===== config.mk =====
export PLATFORM = sky130hd
export DESIGN_NAME = gb_cpu_top
export DESIGN_NICKNAME = d
export VERILOG_FILES = /design/src/logic/gb_cpu_common_pkg.sv /design/src/logic/gb_cpu_decoder_pkg.sv /design/src/logic/gb_cpu_alu.sv /design/src/logic/gb_cpu_decoder.sv /design/src/logic/gb_cpu_execute.sv /design/src/logic/gb_cpu_fetch.sv /design/src/logic/gb_cpu_top.sv
export SDC_FILE = /design/constraint.sdc
export NUM_CORES = 1
export LEC_CHECK = 0
export BUFFER_PORTS_ARGS = -buffer_cell sky130_fd_sc_hd__clkbuf_2
export CAP_MARGIN = 40
export CORE_ASPECT_RATIO = 1.5
export CORE_MARGIN = 2
export CORE_UTILIZATION = 50
export CTS_CLUSTER_DIAMETER = 30
export CTS_CLUSTER_SIZE = 10
export DETAILED_ROUTE_END_ITERATION = 6
export MAX_ROUTING_LAYER = met4
export PLACE_DENSITY = 0.66
export REMOVE_ABC_BUFFERS = 1
export SKIP_CTS_REPAIR_TIMING = 1
export SLEW_MARGIN = 20
export SYNTH_ARGS = -nofsm -noshare
export SYNTH_HDL_FRONTEND = slang
export SYNTH_SLANG_ARGS = --single-unit

===== constraint.sdc =====
create_clock -name clk -period 7.1 [get_ports clk]
set_clock_uncertainty 0.15 [all_clocks]
set_input_delay 0.71 -clock clk [delete_from_list [all_inputs] [get_ports clk]]
set_output_delay 0.71 -clock clk [all_outputs]
set_load 0.02 [all_outputs]

===== src/logic/gb_cpu_common_pkg.sv =====
package gb_cpu_common_pkg;

    //////////////////////////////
    // register and flag encodings
    //////////////////////////////

    typedef enum logic [2:0] {
        B, C, D, E, H, L, HL_IND, A                  // sm83 r8 field order
    } opcode_r8_t;

    typedef enum logic [4:0] {
        ADD, ADC, SUB, SBC, AND, XOR, OR, CP,        // same order as opcode[5:3]
        INC, DEC, CPL, SCF, CCF,
        RLCA, RRCA, RLA, RRA,                        // same order as opcode[4:3]
        RLC, RRC, RL, RR, SLA, SRA, SWAP, SRL,       // cb group, opcode[5:3]
        BIT, RES, SET,
        PASS
    } alu_op_t;

    typedef struct packed {
        logic z;
        logic n;
        logic h;
        logic c;
    } flags_t;

    //////////////////////////////
    // pipeline records
    //////////////////////////////

    typedef struct packed {
        logic [7:0] opcode;
        logic       cb_prefix;
        logic [7:0] imm8;
        logic       isr;                             // interrupt entry slot
    } instr_t;

    typedef struct packed {
        alu_op_t    alu_op;
        opcode_r8_t dst;
        opcode_r8_t src;
        logic       use_imm;                         // b operand from imm8
        logic [2:0] bit_sel;
        logic       write_reg;
        logic       write_flags;
        logic       halt;
        logic       di;
        logic       ei;
        logic       isr;
        logic       illegal;
    } schedule_t;

    typedef enum logic [1:0] {
        NORMAL, ILLEGAL, ISR
    } retire_kind_t;

    typedef struct packed {
        retire_kind_t kind;
        opcode_r8_t   dst;
        logic [7:0]   value;
        logic         wrote_reg;
        flags_t       flags;                         // flags after the instruction
    } retire_t;

endpackage


===== src/logic/gb_cpu_decoder_pkg.sv =====
package gb_cpu_decoder_pkg;

    import gb_cpu_common_pkg::*;

    localparam logic [7:0] CB_PREFIX_BYTE = 8'hCB;
    localparam logic [7:0] OPC_HALT       = 8'h76;
    localparam logic [7:0] OPC_DI         = 8'hF3;
    localparam logic [7:0] OPC_EI         = 8'hFB;
    localparam logic [7:0] OPC_NOP        = 8'h00;

    // ld r8/[hl], imm8 is 00_rrr_110, alu imm8 is 11_ooo_110
    function automatic logic takes_imm8(input logic [7:0] opcode);
        return (opcode[2:0] == 3'b110) && (opcode[7:6] == 2'b00 || opcode[7:6] == 2'b11);
    endfunction

    //////////////////////////////
    // schedule builders
    //////////////////////////////

    // anything not built below stays an illegal no-effect slot
    function automatic schedule_t empty_schedule();
        schedule_t s;
        s         = '0;
        s.alu_op  = PASS;
        s.dst     = A;
        s.src     = A;
        s.illegal = 1'b1;
        return s;
    endfunction

    function automatic schedule_t alu_schedule(
        input alu_op_t    op,
        input opcode_r8_t dst,
        input opcode_r8_t src,
        input logic       use_imm     = 1'b0,
        input logic [2:0] bit_sel     = 3'd0,
        input logic       write_reg   = 1'b1,
        input logic       write_flags = 1'b1
    );
        schedule_t s;
        s             = empty_schedule();
        s.alu_op      = op;
        s.dst         = dst;
        s.src         = src;
        s.use_imm     = use_imm;
        s.bit_sel     = bit_sel;
        s.write_reg   = write_reg;
        s.write_flags = write_flags;
        s.illegal     = (dst == HL_IND) || (!use_imm && src == HL_IND); // no memory port
        return s;
    endfunction

    function automatic schedule_t load_schedule(
        input opcode_r8_t dst,
        input opcode_r8_t src,
        input logic       use_imm = 1'b0
    );
        return alu_schedule(PASS, dst, src, use_imm, 3'd0, 1'b1, 1'b0); // loads keep flags
    endfunction

    function automatic schedule_t misc_schedule(
        input logic halt = 1'b0,
        input logic di   = 1'b0,
        input logic ei   = 1'b0
    );
        schedule_t s;
        s         = empty_schedule();
        s.halt    = halt;
        s.di      = di;
        s.ei      = ei;
        s.illegal = 1'b0;
        return s;
    endfunction

    function automatic schedule_t isr_schedule();
        schedule_t s;
        s         = empty_schedule();
        s.isr     = 1'b1;
        s.illegal = 1'b0;
        return s;
    endfunction

endpackage


===== src/logic/gb_cpu_alu.sv =====
module gb_cpu_alu
    import gb_cpu_common_pkg::*;
(
    input  alu_op_t    op,
    input  logic [7:0] a,
    input  logic [7:0] b,
    input  logic [2:0] bit_sel,
    input  flags_t     flags_in,
    output logic [7:0] result,
    output flags_t     flags_out
);

    logic [8:0] sum;
    logic [4:0] half;
    logic       cin;
    logic       carry;
    logic       shift_op;

    assign shift_op = op inside {RLCA, RRCA, RLA, RRA, RLC, RRC, RL, RR, SLA, SRA, SWAP, SRL};

    always_comb begin
        result    = a;
        flags_out = flags_in;
        cin       = (op == ADC || op == SBC) && flags_in.c;
        sum       = '0;
        half      = '0;
        carry     = 1'b0;
        unique case (op)
            ADD, ADC: begin
                sum       = {1'b0, a} + {1'b0, b} + 9'(cin);
                half      = {1'b0, a[3:0]} + {1'b0, b[3:0]} + 5'(cin); // carry out of bit 3
                result    = sum[7:0];
                flags_out = '{z: sum[7:0] == 8'h00, n: 1'b0, h: half[4], c: sum[8]};
            end
            SUB, SBC, CP: begin
                sum       = {1'b0, a} - {1'b0, b} - 9'(cin);
                half      = {1'b0, a[3:0]} - {1'b0, b[3:0]} - 5'(cin); // borrow from bit 4
                result    = sum[7:0];
                flags_out = '{z: sum[7:0] == 8'h00, n: 1'b1, h: half[4], c: sum[8]};
            end
            AND: begin
                result    = a & b;
                flags_out = '{z: result == 8'h00, n: 1'b0, h: 1'b1, c: 1'b0};
            end
            XOR, OR: begin
                result    = (op == XOR) ? a ^ b : a | b;
                flags_out = '{z: result == 8'h00, n: 1'b0, h: 1'b0, c: 1'b0};
            end
            INC: begin
                result    = a + 8'd1;
                flags_out = '{z: result == 8'h00, n: 1'b0, h: a[3:0] == 4'hF, c: flags_in.c};
            end
            DEC: begin
                result    = a - 8'd1;
                flags_out = '{z: result == 8'h00, n: 1'b1, h: a[3:0] == 4'h0, c: flags_in.c};
            end
            CPL: begin
                result      = ~a;
                flags_out.n = 1'b1;
                flags_out.h = 1'b1;
            end
            SCF: flags_out = '{z: flags_in.z, n: 1'b0, h: 1'b0, c: 1'b1};
            CCF: flags_out = '{z: flags_in.z, n: 1'b0, h: 1'b0, c: ~flags_in.c};

            RLCA, RLC: {carry, result} = {a, a[7]};
            RRCA, RRC: {result, carry} = {a[0], a};
            RLA, RL:   {carry, result} = {a, flags_in.c};       // through carry
            RRA, RR:   {result, carry} = {flags_in.c, a};
            SLA:       {carry, result} = {a, 1'b0};
            SRA:       {result, carry} = {a[7], a};             // sign kept
            SRL:       {result, carry} = {1'b0, a};
            SWAP:      result = {a[3:0], a[7:4]};

            BIT:  flags_out = '{z: ~a[bit_sel], n: 1'b0, h: 1'b1, c: flags_in.c};
            RES:  result = a & ~(8'h01 << bit_sel);
            SET:  result = a | (8'h01 << bit_sel);
            PASS: result = b;
            default: ;
        endcase

        if (shift_op) begin
            // accumulator forms always clear z
            flags_out = '{z: !(op inside {RLCA, RRCA, RLA, RRA}) && result == 8'h00,
                          n: 1'b0, h: 1'b0, c: carry};
        end
    end

endmodule


===== src/logic/gb_cpu_decoder.sv =====
module gb_cpu_decoder
    import gb_cpu_common_pkg::*;
    import gb_cpu_decoder_pkg::*;
(
    input  instr_t    instr,
    output schedule_t schedule
);

    logic [7:0] op;
    opcode_r8_t r_lo;
    opcode_r8_t r_hi;

    assign op   = instr.opcode;
    assign r_lo = opcode_r8_t'(op[2:0]);
    assign r_hi = opcode_r8_t'(op[5:3]);

    always_comb begin
        schedule = empty_schedule();
        if (instr.isr) begin
            schedule = isr_schedule();
        end else if (instr.cb_prefix) begin
            case (op) inside
                8'b00_???_???: schedule = alu_schedule(alu_op_t'(RLC + op[5:3]), r_lo, r_lo);
                8'b01_???_???: schedule = alu_schedule(BIT, r_lo, r_lo, 1'b0, op[5:3], 1'b0);
                8'b10_???_???: schedule = alu_schedule(RES, r_lo, r_lo, 1'b0, op[5:3], 1'b1,
                                                       1'b0);
                8'b11_???_???: schedule = alu_schedule(SET, r_lo, r_lo, 1'b0, op[5:3], 1'b1,
                                                       1'b0);
                default: ;
            endcase
        end else begin
            case (op) inside
                //////////////////////////////
                // misc, ahead of the ld block
                //////////////////////////////
                OPC_NOP:  schedule = misc_schedule();
                OPC_HALT: schedule = misc_schedule(.halt(1'b1)); // sits inside 01_xxx_xxx
                OPC_DI:   schedule = misc_schedule(.di(1'b1));
                OPC_EI:   schedule = misc_schedule(.ei(1'b1));

                8'b01_???_???: schedule = load_schedule(r_hi, r_lo);              // ld r8, r8
                8'b00_???_110: schedule = load_schedule(r_hi, A, .use_imm(1'b1)); // ld r8, imm8

                //////////////////////////////
                // 8 bit arithmetic
                //////////////////////////////
                8'b10_???_???: schedule = alu_schedule(alu_op_t'({2'b00, op[5:3]}), A, r_lo,
                                                       .write_reg(op[5:3] != 3'b111));
                8'b11_???_110: schedule = alu_schedule(alu_op_t'({2'b00, op[5:3]}), A, A,
                                                       .use_imm(1'b1),
                                                       .write_reg(op[5:3] != 3'b111));
                8'b00_???_100: schedule = alu_schedule(INC, r_hi, r_hi);
                8'b00_???_101: schedule = alu_schedule(DEC, r_hi, r_hi);
                8'h2F:         schedule = alu_schedule(CPL, A, A);
                8'h37:         schedule = alu_schedule(SCF, A, A, .write_reg(1'b0));
                8'h3F:         schedule = alu_schedule(CCF, A, A, .write_reg(1'b0));
                8'b000_??_111: schedule = alu_schedule(alu_op_t'(RLCA + op[4:3]), A, A);

                default: schedule = empty_schedule();  // memory, 16 bit, jumps, daa, stop
            endcase
        end
    end

endmodule


===== src/logic/gb_cpu_execute.sv =====
module gb_cpu_execute
    import gb_cpu_common_pkg::*;
(
    input  logic       clk,
    input  logic       arst_n,
    input  schedule_t  schedule,
    input  logic       instr_valid,
    input  logic [7:0] imm8,
    output retire_t    retire,
    output logic       retire_valid,
    output logic       ime,
    output logic       halted
);

    logic [7:0] regs [8];                            // indexed by opcode_r8_t, slot 6 unused
    flags_t     flags;
    logic [7:0] alu_a;
    logic [7:0] alu_b;
    logic [7:0] alu_result;
    flags_t     alu_flags;
    logic       commit;

    assign alu_a  = regs[schedule.dst];
    assign alu_b  = schedule.use_imm ? imm8 : regs[schedule.src];
    assign commit = instr_valid && !schedule.illegal;

    gb_cpu_alu u_alu (
        .op       (schedule.alu_op),
        .a        (alu_a),
        .b        (alu_b),
        .bit_sel  (schedule.bit_sel),
        .flags_in (flags),
        .result   (alu_result),
        .flags_out(alu_flags)
    );

    always_ff @(posedge clk or negedge arst_n) begin
        if (!arst_n) begin
            for (int i = 0; i < 8; i++) regs[i] <= 8'h00;
            flags        <= '0;
            ime          <= 1'b0;
            halted       <= 1'b0;
            retire_valid <= 1'b0;
        end else begin
            retire_valid <= instr_valid;
            if (commit) begin
                if (schedule.write_reg)
                    regs[schedule.dst] <= alu_result;
                if (schedule.write_flags)
                    flags <= alu_flags;
                if (schedule.ei)
                    ime <= 1'b1;
                else if (schedule.di || schedule.isr)
                    ime <= 1'b0;                     // entry masks further interrupts
                if (schedule.halt)
                    halted <= 1'b1;
                else if (schedule.isr)
                    halted <= 1'b0;                  // wake up
            end
        end
    end

    always_ff @(posedge clk) begin
        if (instr_valid) begin
            retire.kind      <= schedule.illegal ? ILLEGAL : (schedule.isr ? ISR : NORMAL);
            retire.dst       <= schedule.dst;
            retire.value     <= alu_result;
            retire.wrote_reg <= schedule.write_reg && !schedule.illegal;
            retire.flags     <= (schedule.write_flags && !schedule.illegal) ? alu_flags : flags;
        end
    end

    assert property (@(posedge clk) disable iff (!arst_n) retire_valid == $past(instr_valid))
        else $error("retire pulse out of step with instr_valid");

endmodule


===== src/logic/gb_cpu_fetch.sv =====
module gb_cpu_fetch
    import gb_cpu_common_pkg::*;
    import gb_cpu_decoder_pkg::*;
(
    input  logic       clk,
    input  logic       arst_n,
    input  logic [7:0] byte_in,
    input  logic       byte_valid,
    input  logic       irq,
    input  logic       ime,
    input  logic       halted,
    output instr_t     instr,
    output logic       instr_valid
);

    typedef enum logic [1:0] {
        IDLE,
        WAIT_CB,
        WAIT_IMM
    } fetch_state_t;

    fetch_state_t state;
    logic         byte_take;
    logic         isr_take;

    assign byte_take = byte_valid && !halted;                    // halt blocks the byte stream
    // ime is stale while an instruction sits in front of execute
    assign isr_take  = irq && ime && state == IDLE && !instr_valid;

    always_ff @(posedge clk or negedge arst_n) begin
        if (!arst_n) begin
            state       <= IDLE;
            instr_valid <= 1'b0;
        end else begin
            instr_valid <= 1'b0;
            if (isr_take) begin
                instr_valid <= 1'b1;
            end else if (byte_take) begin
                unique case (state)
                    IDLE: begin
                        if (byte_in == CB_PREFIX_BYTE)
                            state <= WAIT_CB;
                        else if (takes_imm8(byte_in))
                            state <= WAIT_IMM;
                        else
                            instr_valid <= 1'b1;         // single byte instruction
                    end
                    WAIT_CB, WAIT_IMM: begin
                        state       <= IDLE;
                        instr_valid <= 1'b1;
                    end
                    default: state <= IDLE;
                endcase
            end
        end
    end

    always_ff @(posedge clk) begin
        if (isr_take) begin
            instr.opcode    <= OPC_NOP;
            instr.cb_prefix <= 1'b0;
            instr.isr       <= 1'b1;
        end else if (byte_take) begin
            case (state)
                IDLE: begin
                    instr.opcode    <= byte_in;
                    instr.cb_prefix <= 1'b0;
                    instr.isr       <= 1'b0;
                end
                WAIT_CB: begin
                    instr.opcode    <= byte_in;
                    instr.cb_prefix <= 1'b1;
                end
                WAIT_IMM: instr.imm8 <= byte_in;
                default: ;
            endcase
        end
    end

    // back to back instructions each need a fresh byte or an entry slot
    assert property (@(posedge clk) disable iff (!arst_n)
        instr_valid && $past(instr_valid) |-> $past(byte_valid) && $past(byte_valid || isr_take, 2));

    assert property (@(posedge clk) disable iff (!arst_n) isr_take |-> !byte_valid)
        else $error("byte_valid during interrupt entry, byte dropped");

endmodule


===== src/logic/gb_cpu_top.sv =====
module gb_cpu_top
    import gb_cpu_common_pkg::*;
(
    input  logic       clk,
    input  logic       arst_n,
    input  logic [7:0] byte_in,
    input  logic       byte_valid,
    input  logic       irq,
    output logic       retire_valid,
    output retire_t    retire,
    output logic       ime,
    output logic       halted
);

    instr_t    instr;
    logic      instr_valid;
    schedule_t schedule;

    gb_cpu_fetch u_fetch (
        .clk        (clk),
        .arst_n     (arst_n),
        .byte_in    (byte_in),
        .byte_valid (byte_valid),
        .irq        (irq),
        .ime        (ime),
        .halted     (halted),
        .instr      (instr),
        .instr_valid(instr_valid)
    );

    gb_cpu_decoder u_decoder (
        .instr   (instr),
        .schedule(schedule)
    );

    gb_cpu_execute u_execute (
        .clk         (clk),
        .arst_n      (arst_n),
        .schedule    (schedule),
        .instr_valid (instr_valid),
        .imm8        (instr.imm8),
        .retire      (retire),
        .retire_valid(retire_valid),
        .ime         (ime),
        .halted      (halted)
    );

endmodule

# Word-level counts from Yosys, hierarchy flattened
# Index checks and enable logic that the tools add are counted.
dict set report word_totals {
  word_cells 222
  ff_bits 110
  inputBits 12
  output_inout_bits 21
}
dict set report op_classes {
  n_mux 54
  bitwise 12
  add_sub_neg 12
  eq_ne 52
  shifts 1
  magnitude_cmp 4
  n_reduce_logical 58
}
# op n
set op_table {}
lappend op_table {{two-way mux 22 bit} 17}
lappend op_table {{one-hot mux 8 bit (18 select lines)} 1}
lappend op_table {{equality test 5 bit, second input constant} 14}
lappend op_table {{bitwise mux 64 bit} 1}
lappend op_table {{zero test 8 bit} 8}
lappend op_table {{two-way mux 20 bit} 3}
lappend op_table {{two-way mux 8 bit} 7}
lappend op_table {{binary-select mux 8 bit (select 3 bit)} 2}
lappend op_table {{equality test 5 x 4 -> 1 bit, second input constant} 8}
lappend op_table {{equality test 5 x 3 -> 1 bit, second input constant} 7}
lappend op_table {{demux 8 bit (select 3 bit)} 1}
lappend op_table {{equality test 8 x 6 -> 1 bit, second input constant} 3}
lappend op_table {{equality test 8 bit, second input constant} 3}
lappend op_table {{one-hot mux 9 bit (2 select lines)} 1}
lappend op_table {{bitwise AND 8 bit} 2}
lappend op_table {{inverter 8 bit} 2}
lappend op_table {{bitwise OR 8 bit} 2}
lappend op_table {{OR reduction 2 bit} 8}
lappend op_table {{one-hot mux 2 bit (7 select lines)} 1}
lappend op_table {{AND reduction 2 bit} 6}
lappend op_table {{nonzero test 12 bit} 1}
lappend op_table {{logical AND 1 bit} 11}
lappend op_table {{equality test 5 x 2 -> 1 bit, second input constant} 2}
lappend op_table {{adder 8 x 8 -> 9 bit} 1}
lappend op_table {{other kinds (45)} 81}

# Depth between registers and ports, before layout
# Gate-level depths: netlist of run 1.
dict set report depth {
  ltp_word 29
  ltp_mapped 25
}

# Hierarchy
# A second synthesis of run 1 with hierarchy kept.
dict set report unflattened {
  hier_cells 1022
  hier_area_um2 9476.6
}
# mod area_per_inst_um2 instances cells_each seq_area_each_um2
set modules_own_cells {}
lappend modules_own_cells {gb_cpu_execute 4570.6 1 344 2317.2}
lappend modules_own_cells {gb_cpu_alu 3179.3 1 476 0.0}
lappend modules_own_cells {gb_cpu_fetch 898.4 1 81 515.5}
lappend modules_own_cells {gb_cpu_decoder 828.3 1 121 0.0}

# Worst setup path after synthesis of run 1
# No wires, ideal clock.
dict set report synth_timing {
  path_kind {register -> register}
  start {register, netlist name u_fetch.instr[16]}
  end {register, netlist name u_execute.retire[3]}
  stages_incl_launch_ff 24
  arrival_ps 5284
  path_slack_ps 1536
  required_time_ps 6820
  synth_period_minus_slack_ps 5564
  path_buffers 3
  setup_ps 130
  path_cell_list {dfxtp_1 > buf_2 > or2_1 > buf_4 > o41ai_4 > o211ai_4 > buf_2 > mux2_2 > o211ai_1 > a31oi_1 > inv_1 > fa_1 > inv_1 > fa_1 > nand2b_1 > a21oi_1 > xnor2_1 > o22ai_1 > a211oi_1 > o2111a_1 > o221ai_2 > or4_1 > o41ai_2 > mux2_2}
}
dict set report synth_between {
  elab_chain_cells 28
  word_cells_on_any_way 116
}
# element line_no
set synth_rtl {}
lappend synth_rtl {{equality test 8 x 6 -> 1 bit (no line)} --}
lappend synth_rtl {{two-way mux 22 bit (13 in series)} gb_cpu_decoder.sv:32} ;# case (op) inside
lappend synth_rtl {{two-way mux 22 bit (*)} gb_cpu_decoder.sv:21} ;# end else if (instr.cb_prefix) begin
lappend synth_rtl {{two-way mux 22 bit (*)} gb_cpu_decoder.sv:19} ;# if (instr.isr) begin
lappend synth_rtl {{inverter 3 -> 4 bit (not written as such)} gb_cpu_execute.sv:24} ;# assign alu_b = schedule.use_imm ? imm8 : regs[schedule.src];
lappend synth_rtl {{binary-select mux 8 bit (select 3 bit)} gb_cpu_execute.sv:24}
lappend synth_rtl {{two-way mux 8 bit (not written as such) (2 in series)} gb_cpu_execute.sv:24}
lappend synth_rtl {{two-way mux 8 bit} gb_cpu_execute.sv:24}
lappend synth_rtl {{subtractor 8 x 8 -> 9 bit (tied with other cells)} gb_cpu_alu.sv:36} ;# sum = {1'b0, a} - {1'b0, b} - 9'(cin);
lappend synth_rtl {{subtractor 9 x 1 -> 9 bit (tied with other cells)} gb_cpu_alu.sv:36}
lappend synth_rtl {{one-hot mux 8 bit (18 select lines) (*)} gb_cpu_alu.sv:28} ;# unique case (op)
lappend synth_rtl {{via u_execute.alu_result[4]} gb_cpu_execute.sv:19} ;# logic [7:0] alu_result;
lappend synth_rtl {{zero test 8 bit (*)} gb_cpu_alu.sv:83} ;# flags_out = '{z: !(op inside {RLCA, RRCA, RLA, RRA}) && result == 8'h00,
lappend synth_rtl {{logical AND 1 bit (*)} gb_cpu_alu.sv:83}
lappend synth_rtl {{two-way mux 4 bit (*)} gb_cpu_alu.sv:81} ;# if (shift_op) begin
lappend synth_rtl {{two-way mux 4 bit (*)} gb_cpu_execute.sv:69} ;# retire.flags <= (schedule.write_flags && !schedule.illegal) ? alu_flags : flags;
# Mark *: on every way through the listed nets, which the timed path passes. The rest lies on a longest branch. The select of a mux whose other input is x is not followed.
# A chain may end at the register's enable or synchronous reset.

# Final worst setup path of run 1
dict set report layout_timing {
  start {register, netlist name u_fetch.instr[17]}
  end {register, netlist name u_execute.retire[3]}
}
dict set report layout_between {
  elab_chain_cells 28
  word_cells_on_any_way 116
}
# element line_no
set layout_rtl {}
lappend layout_rtl {{equality test 8 x 6 -> 1 bit (no line)} --}
lappend layout_rtl {{two-way mux 22 bit (13 in series)} gb_cpu_decoder.sv:32}
lappend layout_rtl {{two-way mux 22 bit (*)} gb_cpu_decoder.sv:21}
lappend layout_rtl {{two-way mux 22 bit (*)} gb_cpu_decoder.sv:19}
lappend layout_rtl {{inverter 3 -> 4 bit (not written as such)} gb_cpu_execute.sv:24}
lappend layout_rtl {{binary-select mux 8 bit (select 3 bit)} gb_cpu_execute.sv:24}
lappend layout_rtl {{two-way mux 8 bit (not written as such) (2 in series)} gb_cpu_execute.sv:24}
lappend layout_rtl {{two-way mux 8 bit} gb_cpu_execute.sv:24}
lappend layout_rtl {{subtractor 8 x 8 -> 9 bit (tied with other cells)} gb_cpu_alu.sv:36}
lappend layout_rtl {{subtractor 9 x 1 -> 9 bit (tied with other cells)} gb_cpu_alu.sv:36}
lappend layout_rtl {{one-hot mux 8 bit (18 select lines)} gb_cpu_alu.sv:28}
lappend layout_rtl {{zero test 8 bit} gb_cpu_alu.sv:83}
lappend layout_rtl {{logical AND 1 bit} gb_cpu_alu.sv:83}
lappend layout_rtl {{two-way mux 4 bit} gb_cpu_alu.sv:81}
lappend layout_rtl {{two-way mux 4 bit (*)} gb_cpu_execute.sv:69}
# Mark *: on every way between the ends. The rest lies on a longest branch, timed or not. The select of a mux whose other input is x is not followed.

==> results of run 1 <==
-- cells in the mapped netlist, types with 5 or more instances --
cell and instances:
sky130_fd_sc_hd__a31oi_1 11, sky130_fd_sc_hd__nor2_1 90, sky130_fd_sc_hd__ha_1 40, sky130_fd_sc_hd__xnor2_1 18
sky130_fd_sc_hd__a211oi_1 17, sky130_fd_sc_hd__and2_1 7, sky130_fd_sc_hd__o22ai_1 13, sky130_fd_sc_hd__o2111ai_1 9
sky130_fd_sc_hd__a21oi_1 54, sky130_fd_sc_hd__o32ai_1 5, sky130_fd_sc_hd__dfxtp_1 10, sky130_fd_sc_hd__nand3_1 41
sky130_fd_sc_hd__a221oi_1 12, sky130_fd_sc_hd__a21boi_0 7, sky130_fd_sc_hd__nand2_1 79, sky130_fd_sc_hd__mux2_2 79
sky130_fd_sc_hd__clkbuf_1 35, sky130_fd_sc_hd__a211o_1 8, sky130_fd_sc_hd__nand4_1 15, sky130_fd_sc_hd__nand2b_1 20
sky130_fd_sc_hd__inv_1 47, sky130_fd_sc_hd__buf_1 6, sky130_fd_sc_hd__nor2b_1 6, sky130_fd_sc_hd__a21o_1 6
sky130_fd_sc_hd__a2111oi_0 8, sky130_fd_sc_hd__a32o_1 8, sky130_fd_sc_hd__and3_1 20, sky130_fd_sc_hd__a32oi_1 12
sky130_fd_sc_hd__mux2i_1 33, sky130_fd_sc_hd__o211ai_1 21, sky130_fd_sc_hd__edfxtp_1 26, sky130_fd_sc_hd__o21ai_0 56
sky130_fd_sc_hd__buf_2 20, sky130_fd_sc_hd__a22oi_1 10, sky130_fd_sc_hd__nor4_1 16, sky130_fd_sc_hd__nor3_1 31
sky130_fd_sc_hd__dfrtp_1 74, sky130_fd_sc_hd__or3_1 9
-- flip-flops by register name, summed over array words and instances (netlist names) --
name and flops:
u_execute.halted 1, u_fetch.instr 18, u_execute.retire 18, u_execute.ime 1, u_execute.retire_valid 1, u_execute.regs 64
u_execute.flags 4, u_fetch.instr_valid 1, u_fetch.state 2
-- routing by layer --
metal	vias to the layer above	track usage, %
met5	-	-
met4	0	34.17
met3	224	9.253
met2	542	63.22
met1	4597	44.65
li1	4242	-
-- path summary, 6_finish.rpt --
path | start | to | depth (start not counted)
worst max-delay path | u_fetch.instr[17]$_SDFFE_PP0P_ | u_execute.retire[3]$_DFFE_PP_ | 21
worst min register to register | u_execute.regs[59]$_DFFE_PN0P_ | u_execute.regs[59]$_DFFE_PN0P_ | 1
min in group asynchronous | arst_n | u_execute.ime$_DFFE_PN0P_ | 2
max in group asynchronous | arst_n | u_execute.flags[3]$_DFFE_PN0P_ | 4
worst max register to register | u_fetch.instr[17]$_SDFFE_PP0P_ | u_execute.retire[3]$_DFFE_PP_ | 21
worst min-delay path | u_execute.regs[59]$_DFFE_PN0P_ | u_execute.regs[59]$_DFFE_PN0P_ | 1
-- cells by family (layout without fill, tap and decap cells) --
group / after synthesis / in the layout / synth area share, %
compound gates: 313 / 313 / 24.66
xor+xnor: 21 / 21 / 1.930
fa+ha+maj: 44 / 44 / 6.092
buf+inv: 119 / 180 / 5.133
flops: 110 / 110 / 29.72
mux: 116 / 116 / 13.57
other cells: 0 / 1 / 0
simple gates: 361 / 361 / 18.89
-- worst max-delay path, delay by kind of cell (launching register included) --
| family | cells | cell delay, ns |
|---|---|---|
| AND/OR/NAND/NOR | 4 | 1.45 |
| AO/OA/AOI/OAI | 9 | 2.03 |
| buffers and inverters | 3 | 0.50 |
| multiplexers | 3 | 0.82 |
| adder cells (fa/ha/maj) | 2 | 0.83 |
| flip-flops | 1 | 0.53 |
-- final cells by class --
class | instances | area [um2] | share of cell area, %
Clock buffer | 9 | 225.2 | 2.110
Tap cell | 252 | 315.3 | 2.955
Multi-Input combinational cell | 855 | 6233 | 58.41
Sequential cell | 110 | 2833 | 26.54
Timing Repair Buffer | 109 | 762.0 | 7.140
Antenna cell | 1 | 2.502 | 0.02345
Clock inverter | 7 | 91.34 | 0.8559
Inverter | 55 | 209.0 | 1.958
-- placed cells by master (no fill, tap or decap), types with 21 or more instances in the layout --
cell type / Yosys / final
sky130_fd_sc_hd__nand2_1: 79 / 79
sky130_fd_sc_hd__o21ai_0: 56 / 55
sky130_fd_sc_hd__nand3_1: 41 / 41
sky130_fd_sc_hd__nor2_1: 90 / 90
sky130_fd_sc_hd__a21oi_1: 54 / 54
sky130_fd_sc_hd__inv_1: 47 / 47
sky130_fd_sc_hd__dfrtp_1: 74 / 74
sky130_fd_sc_hd__edfxtp_1: 26 / 26
sky130_fd_sc_hd__buf_4: 2 / 72
sky130_fd_sc_hd__ha_1: 40 / 40
sky130_fd_sc_hd__mux2_2: 79 / 79
sky130_fd_sc_hd__mux2i_1: 33 / 33
sky130_fd_sc_hd__clkbuf_2: 0 / 32
sky130_fd_sc_hd__o211ai_1: 21 / 21
sky130_fd_sc_hd__nor3_1: 31 / 31
-- stage by stage --
stage / instances / hold slack (ns)
final: 1398 / 0.3636
after global routing: 1398 / 0.3733
after CTS: 1391 / -0.01771
after detailed placement: 1375 / 0.3438
after global placement: 1371 / 0.3411
after floorplan: 1020 / 0.2644
==> results.txt, run 1 <==
For this run, asynchronously set or reset flops after synthesis account for 67.27%. The number of global-route vias before repair came out at 9721. The worst path required time came out at a little over 7 ns. The initial antenna violation count is 1.

In the detailed route, the total length drawn on met2 is ~19 mm. The H-tree was split into 3 levels. The total of endpoints with negative setup slack in the final report came out at 0. The count of state elements after synthesis is between 100 and 150. Across all setup checks in the final design, the least slack found is 0.6651 ns.

The count of buffers from port buffering came out at 32. The clock passes through at most 2 buffers. The worst-case headroom to the max-slew limit is 36.59%.

The placed wire-length estimate after detailed placement is 30.15 mm. The largest net degree at the start of global routing is 59. The antenna violation net count after detailed routing came out at 0. The time the final worst path needs with I/O delays and setup is approximately 6.4 ns.

In the post-synthesis netlist, the biggest area contributors are sky130_fd_sc_hd__dfrtp_1 (19%), sky130_fd_sc_hd__mux2_2 (9.3%), sky130_fd_sc_hd__edfxtp_1 (8.2%). The final-layout setup total negative slack came out at 0 ns. The fraction of final layout cells sized beyond drive strength 1 came out at a little over a fifth. The count of flip-flops with a built-in enable after synthesis came out at 26. For this run, the share of the core covered by cells in the final layout is a little under three fifths. The final worst-path cycle share came out at 90.63%. The count of nets after finishing came out at 1196.

The total number of placement rows is 61. The die covers 20200 um2. Summed over all nets, wire length on met3 after detailed routing comes to 2.956 mm. Data on the critical path arrives at its endpoint at 6.53 ns. The average routed wire per standard cell came out at approximately 28 um. Setup repair after global routing left no endpoint under its margin. The global routing usage summed across all routing layers is a little over 40%. The flop-to-flop setup slack came out at roughly 0.67 ns.

The cell type of the slowest stage on the worst timing path is sky130_fd_sc_hd__dfxtp_1. For this block, the routed nets add up to 39.53 mm of wire. The global-route congestion overflow total came out at 0. For this block, the initial DRC count from the detailed router was 1094. The number of maximum-capacitance constraint violations came out at 0. Clock-pin slew was measured on the worst setup and hold paths at 0.10 ns. The number of sinks handled by clock tree synthesis is 110. The flow ran to the end, and the final reports show no timing, DRC or antenna violations. After synthesis the cells add up to 9530 um2. The buffer cell driving the clock tree root is sky130_fd_sc_hd__clkbuf_16. The number of pins exceeding their max-slew limit in the final report came out at 0. The initial standard-cell utilization of the core is 51.18%. In this run the cell area measured after placement is 10310 um2. The DRC violations left came out at 0. After filler insertion, the fill cell instance count of the layout stands at 1765. After synthesis, flip-flops and latches occupy 29.72% of the total area.

The CTS buffer count is 9. The floorplan step set the die height to approximately 170 um. The width of the chip is 116.7 um. The longest individual stage delay on the worst path came out at ~0.53 ns.

The actual transition at the worst max-transition pin is 0.9412 ns. The final-report hold violation count came to 0. The post-synthesis average cell area came out at between 8 and 9 um2. The ratio of routed vias to standard cells came out at around 7.

The detailed-route wire length on metal 1 came out at 13.51 mm. The signal on the critical path passes through or2_1 > o41ai_4 > o211ai_4 > buf_4 > a211oi_1 > a31oi_1 > mux2_2 > mux2i_1 > inv_1 > ha_1 > ha_1 > inv_1 > or3_1 > o21ai_0 > a32o_1 > a211oi_1 > o2111ai_1 > or3_1 > or4_1 > o41ai_2 > mux2_2. TritonCTS built the clock tree. The placer's final routability congestion estimate came out at 1.086. The count of yosys warnings during synthesis is 0.

Counting distinct cell types in the post-synthesis netlist gives 94. The area growth from synthesis to layout is 11.97%. Of the post-synthesis cell area, the dominant cell type holds 19.43%.

Static timing analysis puts the maximum clock frequency at 0.1554 GHz. The number of top-level pins is 33. OpenSTA, run right after detailed placement, puts the worst setup slack at 0.8004 ns. The gate count after technology mapping came out at 1084. The most instantiated flip-flop cell in the synthesis netlist is sky130_fd_sc_hd__dfrtp_1. In this run the worst path has a maximum fanout of 20. The endpoint class of the critical path is a flop. The worst setup path is launched from a flop. The first-pass GRT wire length is 60.04 mm. The library cell with the largest summed area after synthesis is sky130_fd_sc_hd__dfrtp_1. The post-layout instance area is ~11000 um2. The first TritonRoute pass finished after 6 iterations. The highest metal layer carrying signal wires in the routed design is met4.

The core region is 18620 um2. The clock insertion delay at the later pin of the skew report is 0.37 ns. The category of the critical setup timing path is flop to flop. The detailed-route via count came out at approximately 9600. The type of the tightest min-delay check is flop to flop.
Power of run 1 is not shown: default switching activity piles up to over one toggle a cycle in this logic, so the estimate is an artifact.
==> run 2, diff against run 1 <==
Settings changed: PLACE_DENSITY 0.66 to 0.69.
==> run 2 against run 1 <==
  * Flip-flop and latch count unchanged
  * Utilization down 0.28 points
  * Non-clock buffer count down 10
  * Cell count down 0.64%
  * Clock-buffer cell count unchanged
  * Via count up 1.8%
  * Hold slack better by 0.0015 ns
  * Maximum frequency down 7.0%
  * Die area unchanged
  * Final area down 0.48%
  * First-iteration DRC count up 19%
==> results.txt, run 2 (synthesized netlist as in run 1, its figures left out) <==
The smallest setup slack after layout is 0.1822 ns (was 0.6651 ns). The buffer cell driving the clock tree root is sky130_fd_sc_hd__clkbuf_16 (unchanged). The number of global-route vias before repair is 9620 (was 9721). The number of sinks handled by clock tree synthesis is 110 (unchanged). The first-pass GRT wire length came out at 61.27 mm (was 60.04 mm). The final worst-path cycle share is 97.43% (was 90.63%).

The category of the critical setup timing path is flop to flop (unchanged). The launch point of the worst path is u_fetch.instr[16]$_SDFFE_PP0P_ (was u_fetch.instr[17]$_SDFFE_PP0P_). The actual transition at the worst max-transition pin came out at 0.9923 ns (was 0.9412 ns).

The initial antenna violation count came to 2 (was 1). The type of the tightest min-delay check is flop to flop (unchanged). The flop-to-flop setup slack was 0.18 ns (was 0.67 ns).

The fraction of final layout cells sized beyond drive strength 1 is 20.53% (was 20.96%). The highest clock frequency the design can meet is 0.1446 GHz (was 0.1554 GHz). The largest net degree at the start of global routing is 58 (was 59).

The detailed-router iteration count before antenna repair is 6 (unchanged). The aggregate routed wire length was 41.04 mm (was 39.53 mm). The most frequent standard cell in the layout excluding fill and tap cells was sky130_fd_sc_hd__nor2_1 (unchanged).

The placed wire-length estimate after detailed placement is 29.71 mm (was 30.15 mm). The largest buffer count on any clock path was 2 (unchanged). The CTS buffer count is 9 (unchanged).

The count of buffers from port buffering came out at 32 (unchanged). The final-report hold violation count was 0 (unchanged). The worst-case headroom to the max-slew limit came out at 33.85% (was 36.59%).

Largest registers: u_execute.regs (64), u_execute.retire (18), u_fetch.instr (18) (unchanged). The register with the most flip-flops was u_execute.regs (unchanged). The antenna violation net count after detailed routing came out at 0 (unchanged).

RSZ-0062 raised after global routing: false (unchanged). The total of endpoints with negative setup slack in the final report is 0 (unchanged). The number of pins exceeding their max-slew limit in the final report is 0 (unchanged). The capture point of the critical path is u_execute.retire[3]$_DFFE_PP_ (unchanged). The global routing usage summed across all routing layers is 42.50% (was 41.30%). The number of cells on the worst reg-to-reg path is 23 (was 21). The detailed-route via count came out at 9779 (was 9605). The ratio of routed vias to standard cells came out at 7.040 (was 6.871). The final-layout setup total negative slack was 0 ns (unchanged). The critical path data arrival time came out at 7.01 ns (was 6.53 ns). The maximum fanout along the worst path is 11 (was 20). Result of the run: complete, no violations (unchanged). The total number of placement rows is 61 (unchanged). The worst-case setup slack after placement is 0.5520 ns (was 0.8004 ns). The launch point of the worst reg-to-reg path is u_fetch.instr[16]$_SDFFE_PP0P_ (was u_fetch.instr[17]$_SDFFE_PP0P_). The number of levels in the clock H-tree was 3 (unchanged).

The average routed wire per standard cell was 29.54 um (was 28.28 um). The initial standard-cell utilization of the core is 51.18% (unchanged). The worst path required time is 7.20 ns (about the same). The number of top-level pins is 33 (unchanged). The placer's final routability congestion estimate was 1.092 (was 1.086).

The number of maximum-capacitance constraint violations came out at 0 (unchanged). The die footprint came out at 20200 um2 (unchanged). The area growth from synthesis to layout is 11.44% (was 11.97%). The width of the chip came out at 116.7 um (unchanged). The clock transition time at the flip-flop clock pins of the worst setup and hold paths is 0.09 ns (was 0.10 ns). The DRC marker count from the first detailed-route iteration is 1305 (was 1094). Top library cells by usage in the layout, fill and taps aside: sky130_fd_sc_hd__nor2_1 (89), sky130_fd_sc_hd__nand2_1 (79), sky130_fd_sc_hd__mux2_2 (79) (was sky130_fd_sc_hd__nor2_1 (90), sky130_fd_sc_hd__nand2_1 (79), sky130_fd_sc_hd__mux2_2 (79)). The endpoint class of the critical path is a flop (unchanged). The flip-flop count of the largest register, all copies and words added is 64 (unchanged). The global-route congestion overflow total came out at 0 (unchanged). The fill cell total of the finished layout is 1760 (was 1765). The endpoint of the most critical register-to-register path is u_execute.retire[3]$_DFFE_PP_ (unchanged).

The time the final worst path needs with I/O delays and setup came to 6.918 ns (was 6.435 ns). The DRC violations left came to 0 (unchanged). The critical path launch point type is a flop (unchanged).

The floorplan core area is 18620 um2 (unchanged). The count of nets after finishing came out at 1186 (was 1196). The clock insertion delay at the later pin of the skew report came out at 0.37 ns (about the same). The vertical extent of the die came out at 173.1 um (unchanged).

The clock tree from TritonCTS is built (unchanged).
## run 2: cell types whose count changed in the layout (fill, tap and decap cells not counted), moves of 2 or more
| cell | change |
|---|---|
| sky130_fd_sc_hd__buf_4 | -10 |
| sky130_fd_sc_hd__buf_8 | +2 |
| sky130_fd_sc_hd__dfxtp_2 | +2 |
| sky130_fd_sc_hd__dfxtp_1 | -2 |
## run 2: layout make-up
cell class / count / area (um2) / area share (%)
multi-input combinational: 855 / 6241 / 58.77
antenna: 2 / 5.005 / 0.04713
timing repair buffer: 99 / 698.2 / 6.574
tap: 252 / 315.3 / 2.969
clock inverter: 7 / 91.34 / 0.8600
clock buffer: 9 / 225.2 / 2.121
inverter: 55 / 209.0 / 1.967
sequential: 110 / 2835 / 26.70
## run 2: routing by layer
metal  share of wire [%]  global-route usage (%)
met5                   0                       -
met1                  34                   44.48
met2                  46                   62.91
met4                  11                   34.26
met3                  10                   15.56
## run 2: critical path, cell delays in order (launching register included)
cell	delay [ns]
sky130_fd_sc_hd__dfxtp_1	0.60
sky130_fd_sc_hd__or2_1	0.52
sky130_fd_sc_hd__o311ai_4	0.21
sky130_fd_sc_hd__o211a_1	0.39
sky130_fd_sc_hd__o211ai_1	0.26
sky130_fd_sc_hd__o211ai_1	0.17
sky130_fd_sc_hd__a31oi_1	0.30
sky130_fd_sc_hd__buf_4	0.19
sky130_fd_sc_hd__inv_1	0.08
sky130_fd_sc_hd__fa_1	0.59
sky130_fd_sc_hd__inv_1	0.13
sky130_fd_sc_hd__fa_1	0.22
sky130_fd_sc_hd__nand2b_1	0.09
sky130_fd_sc_hd__a21oi_1	0.32
sky130_fd_sc_hd__o21bai_1	0.11
sky130_fd_sc_hd__a21oi_1	0.25
sky130_fd_sc_hd__xor2_1	0.25
sky130_fd_sc_hd__nor2_1	0.07
sky130_fd_sc_hd__o21ai_0	0.31
sky130_fd_sc_hd__nand4_1	0.43
sky130_fd_sc_hd__a211oi_1	0.38
sky130_fd_sc_hd__a22oi_1	0.18
sky130_fd_sc_hd__o41ai_2	0.39
sky130_fd_sc_hd__mux2_2	0.20
## run 2: how the worst min path moves through the flow
| stage | startpoint | to | slack, ns | cells after the start |
|---|---|---|---|---|
| 4_1_cts | arst_n | u_fetch.instr_valid$_DFF_PN0_ | -0.03 | 1 |
| 6_report | u_execute.regs[16]$_DFFE_PN0P_ | u_execute.regs[16]$_DFFE_PN0P_ | 0.37 | 1 |
| 3_3_place_gp | u_execute.regs[18]$_DFFE_PN0P_ | u_execute.regs[18]$_DFFE_PN0P_ | 0.34 | 1 |
| 2_1_floorplan | arst_n | u_execute.flags[0]$_DFFE_PN0P_ | 0.26 | 0 |
| 5_1_grt | u_execute.regs[16]$_DFFE_PN0P_ | u_execute.regs[16]$_DFFE_PN0P_ | 0.38 | 1 |
| 3_5_place_dp | u_execute.regs[50]$_DFFE_PN0P_ | u_execute.regs[50]$_DFFE_PN0P_ | 0.35 | 1 |
## run 2: stage by stage
step	hold WS [ns]	instances	utilization [%]	area [um2]
3_3_place_gp	0.3395	1361	54.67	10180
5_1_grt	0.3797	1389	57.03	10620
6_report	0.3651	1389	57.03	10620
2_1_floorplan	0.2644	1020	-	9250
4_1_cts	-0.02959	1380	56.68	10560
3_5_place_dp	0.3480	1364	54.98	10240
Power of run 2 is left out for the same reason.
